### config.mk
export PLATFORM = sky130hd
export DESIGN_NAME = fetch_hazard_ctrl
export DESIGN_NICKNAME = d
export VERILOG_FILES = /design/src/fetch_pkg.sv /design/src/fetch_hazard_ctrl.sv
export SDC_FILE = /design/constraint.sdc
export NUM_CORES = 1
export LEC_CHECK = 0
export ABC_AREA = 0
export ABC_CLOCK_PERIOD_IN_PS = 2600
export BUFFER_PORTS_ARGS = -buffer_cell sky130_fd_sc_hd__buf_2
export CAP_MARGIN = 20
export CORE_AREA = 2 2 39 41
export CTS_CLUSTER_DIAMETER = 60
export CTS_CLUSTER_SIZE = 16
export DETAILED_ROUTE_END_ITERATION = 10
export DIE_AREA = 0 0 41 43
export GPL_TIMING_DRIVEN = 0
export PLACE_DENSITY_LB_ADDON = 0.05
export SYNTH_ARGS = -nofsm -noshare
export SYNTH_HDL_FRONTEND = slang
export SYNTH_SLANG_ARGS = --single-unit
### constraint.sdc
create_clock -name clk -period 2.6 [get_ports clk]
set_input_delay 0.26 -clock clk [delete_from_list [all_inputs] [get_ports clk]]
set_output_delay 0.26 -clock clk [all_outputs]
set_load 0.01 [all_outputs]
### src/fetch_pkg.sv
package fetch_pkg;

    localparam int ISA_WIDTH = 32;                      // instruction and data word width
    localparam int ROM_DEPTH = 10;                      // imem word address bits
    localparam int ROM_WORDS = 1 << ROM_DEPTH;          // 1024 words of program space

    typedef logic [ISA_WIDTH - 1:0] word_t;             // one instruction or data word
    typedef logic [ROM_DEPTH - 1:0] rom_addr_t;         // imem word address
    typedef logic [ROM_DEPTH:0]     load_addr_t;        // msb picks imem or dmem half
    typedef word_t                  pc_t;               // byte address

    // loader / hazard FSM
    typedef enum logic [1:0] {
        LD_RUN     = 2'b00,                             // normal fetch
        LD_LOAD    = 2'b01,                             // programmer is streaming words
        LD_RESTART = 2'b10                              // one cycle, pc forced to zero
    } load_state_t;

    localparam pc_t   PC_STEP        = pc_t'(4);        // bytes per instruction
    localparam pc_t   PC_RESET_VALUE = '0;              // boot and restart address
    localparam word_t NOP_WORD       = '0;              // shown to decode during a bubble

endpackage

### src/fetch_hazard_ctrl.sv
`timescale 1ns/1ps

module fetch_hazard_ctrl (
    input  logic clk,
    input  logic rst_n,
    input  logic uart_wen,                              // first strobe starts a load
    input  logic uart_done,                             // pulse after the last word
    input  logic stall,                                 // external back-pressure
    output logic hold,                                  // freeze pc
    output logic no_op,                                 // bubble to decode
    output logic pc_restart,                            // next pc is zero
    output logic busy                                   // loader owns imem
);

    fetch_pkg::load_state_t state_q;
    fetch_pkg::load_state_t state_d;

    logic load_req;                                     // strobe seen while still running

    assign load_req = (state_q == fetch_pkg::LD_RUN) & uart_wen;

    always_comb begin
        state_d = state_q;
        case (state_q)
            fetch_pkg::LD_RUN:     if (uart_wen)  state_d = fetch_pkg::LD_LOAD;
            fetch_pkg::LD_LOAD:    if (uart_done) state_d = fetch_pkg::LD_RESTART;
            fetch_pkg::LD_RESTART: state_d = fetch_pkg::LD_RUN;    // single cycle
            default:               state_d = fetch_pkg::LD_RUN;
        endcase
    end

    always_ff @(posedge clk or negedge rst_n) begin
        if (!rst_n) begin
            state_q <= fetch_pkg::LD_RUN;
        end else begin
            state_q <= state_d;
        end
    end

    // The first word arrives while the FSM is still in LD_RUN, so the
    // request already counts as loading. Otherwise that word would be lost.
    assign busy       = (state_q != fetch_pkg::LD_RUN) | load_req;
    assign pc_restart = (state_q == fetch_pkg::LD_RESTART);
    assign hold       = (state_q == fetch_pkg::LD_LOAD)
                      | ((state_q == fetch_pkg::LD_RUN) & (stall | uart_wen));
    assign no_op      = busy | stall;                   // restart cycle is a bubble too

endmodule

==> flow_metrics.env <==
export IMPL_dieArea_um2=1760
export IMPL_synthFlopType="dfrtp_1"
export IMPL_htree_levels=1
export IMPL_yosysTopAreaCellShare=0.471
export IMPL_end_kind="primary output"
export IMPL_worst_ir_drop_vdd_mv=0.116
export IMPL_synth_common_cells="2 x dfrtp_1, 2 x nor2_1"
export IMPL_startpoint="state_q[0]$_DFFE_PN0P_"
export IMPL_ant_nets=0
export IMPL_setup_violations_final=0
export IMPL_p_total_w=0.000177
export IMPL_arrival_ns=1.37
export IMPL_grt_max_degree=7
export IMPL_p_leak_nw=0.0941
export IMPL_skew_ns=0.00231
export IMPL_drive_gt1_frac=0.636
export IMPL_grt_usage=0.0431
export IMPL_whs_ns=0.235
export IMPL_yosysSeqAreaShare=0.471
export IMPL_final_max_slew_viol_count=0
export IMPL_worst_pin_slew_ns=0.214
export IMPL_via_count=117
export IMPL_placedCellCount=34
export IMPL_critPathRequiredTime_ns=2.34
export IMPL_start_kind="flip-flop"
export IMPL_rr_startpoint="state_q[0]$_DFFE_PN0P_"
export IMPL_rsz0062_at_grt="no"
export IMPL_die_height_um=43
export IMPL_dr_max_layer_used="met3"
export IMPL_antenna_cells=0
export IMPL_cts_buffers_inserted=3
export IMPL_die_width_um=41
export IMPL_met3WireLength_um=56
export IMPL_drc=0
export IMPL_largestRegisters="state_q (2)"
export IMPL_routed_wirelength_um=302
export IMPL_synthesis_area_um2=106
export IMPL_area_growth_syn_to_layout_pct=87.1
export IMPL_cts_buffer_depth=2
export IMPL_cts_tree="done"
export IMPL_cts_sinks=2
export IMPL_fmax_ghz=0.613
export IMPL_layout_min_cycle_time_ns=1.63
export IMPL_ys_top_cells_by_area="dfrtp_1 47%, or3_4 11%, and3b_2 9.4%"
export IMPL_rows=14
export IMPL_hold_class="primary input to flip-flop"
export IMPL_hold_violations=0
export IMPL_yosys_area_top_type="dfrtp_1"
export IMPL_gp_congestion=0.509
export IMPL_fin_util=0.144
export IMPL_cts_root_buf="clkbuf_4"
export IMPL_tns_ns=0
export IMPL_rrSetupSlack_ns=1.79
export IMPL_instances_no_fill=38
export IMPL_io_pin_count=9
export IMPL_clock_latency_ns=0.22
export IMPL_largest_register="state_q"
export IMPL_port_buffers=8
export IMPL_finalNetCount=29
export IMPL_outcome="completed"
export IMPL_cap_violations=0
export IMPL_grt_overflow=0
export IMPL_coreArea_um2=1380
export IMPL_relSlewSlack=0.856
export IMPL_first_iter_violations=0
export IMPL_synth_seq_cells=2
export IMPL_async_flop_share=1.00
export IMPL_clk_pin_slew_worst_paths_ns=0.03
export IMPL_firstDrtPassIters=1
export IMPL_synth_fp_nets=15
export IMPL_synth_cell_types=8
export IMPL_wl_per_cell_um=7.95
export IMPL_worst_path_max_fanout=6
export IMPL_grt_pass1_vias=123
export IMPL_netlist_instances=10
export IMPL_fill_cells=167
export IMPL_vias_per_cell=3.08
export IMPL_synth_edf_count=0
export IMPL_cts_setup_buffers=0
export IMPL_p_per_area_nw_per_um2=890
export IMPL_antenna_found_initial=0
export IMPL_yosysWarningCount=0
export IMPL_grt_pass1_wl_um=420
export IMPL_largest_reg_flops=2
export IMPL_syn_area_per_cell_um2=10.6
export IMPL_period_share=0.628
export IMPL_wl_met1_um=102
export IMPL_path_class="flip-flop to primary output"
export IMPL_initial_core_util=0.0769
export IMPL_wl_met2_um=142
export IMPL_hold_start="uart_done"
## critical path: stages (launching register included)
cell	delay [ns]
dfrtp_1	0.42
or3_4	0.40
or2_1	0.20
buf_2	0.13
## where the power goes
part | switching, W | internal, W
Sequential | 0.0000138 | 0.0000418
Combinational | 0.0000221 | 0.0000312
Clock | 0.0000173 | 0.0000509
Total | 0.0000532 | 0.000124
## cells in the final DEF (no fill, tap or decap)
master         instances
a211oi_1               1
clkbuf_4               3
nor3_1                 1
or3_4                  1
nor2_1                 2
dfrtp_1                2
and2b_2                1
dlygate4sd3_1          1
and3b_2                1
or2_1                  1
buf_2                  8
## final timing paths
check                                               to  cells past startpoint
worst max-delay path                             no_op                      3
worst min-delay path            state_q[0]$_DFFE_PN0P_                      2
worst max register to register  state_q[0]$_DFFE_PN0P_                      2
worst min register to register  state_q[0]$_DFFE_PN0P_                      1
max in group asynchronous       state_q[1]$_DFFE_PN0P_                      2
min in group asynchronous       state_q[0]$_DFFE_PN0P_                      2
## routing by layer
metal / global-route usage / up-vias
met1: 0.0383 / 50
met2: 0.0500 / 8
met5: 0 / -
met3: 0.0157 / 0
met4: 0.0800 / 0
li1: - / 59
## area by class of cell
class	count	area (um^2)	area share
timing repair buffer	9	50.0	0.252
tap	16	20.0	0.101
multi-input combinational	8	56.3	0.283
sequential	2	50.0	0.252
clock buffer	3	22.5	0.113
## logic make-up (layout without fill, tap and decap cells)
| family | Yosys count | count (layout) | synth area share |
|---|---|---|---|
| buf+inv | 0 | 12 | 0 |
| flops | 2 | 2 | 0.471 |
| simple gates | 7 | 7 | 0.459 |
| compound gates | 1 | 1 | 0.0706 |
## stage by stage
step                area, um^2  setup slack [ns]
floorplan                  106              1.29
global placement           166              1.20
detailed placement         166              1.20
CTS                        199             0.949
global route               199             0.907
finish                     199             0.968
## repair_timing
| action | 4_1_cts | 5_1_grt |
|---|---|---|
| endpoints found under the hold margin | 2 | 0 |
| gates resized for setup | 0 | 0 |
| hold buffers | 1 | 0 |
Note: power is estimated with default switching activity, not from simulation.
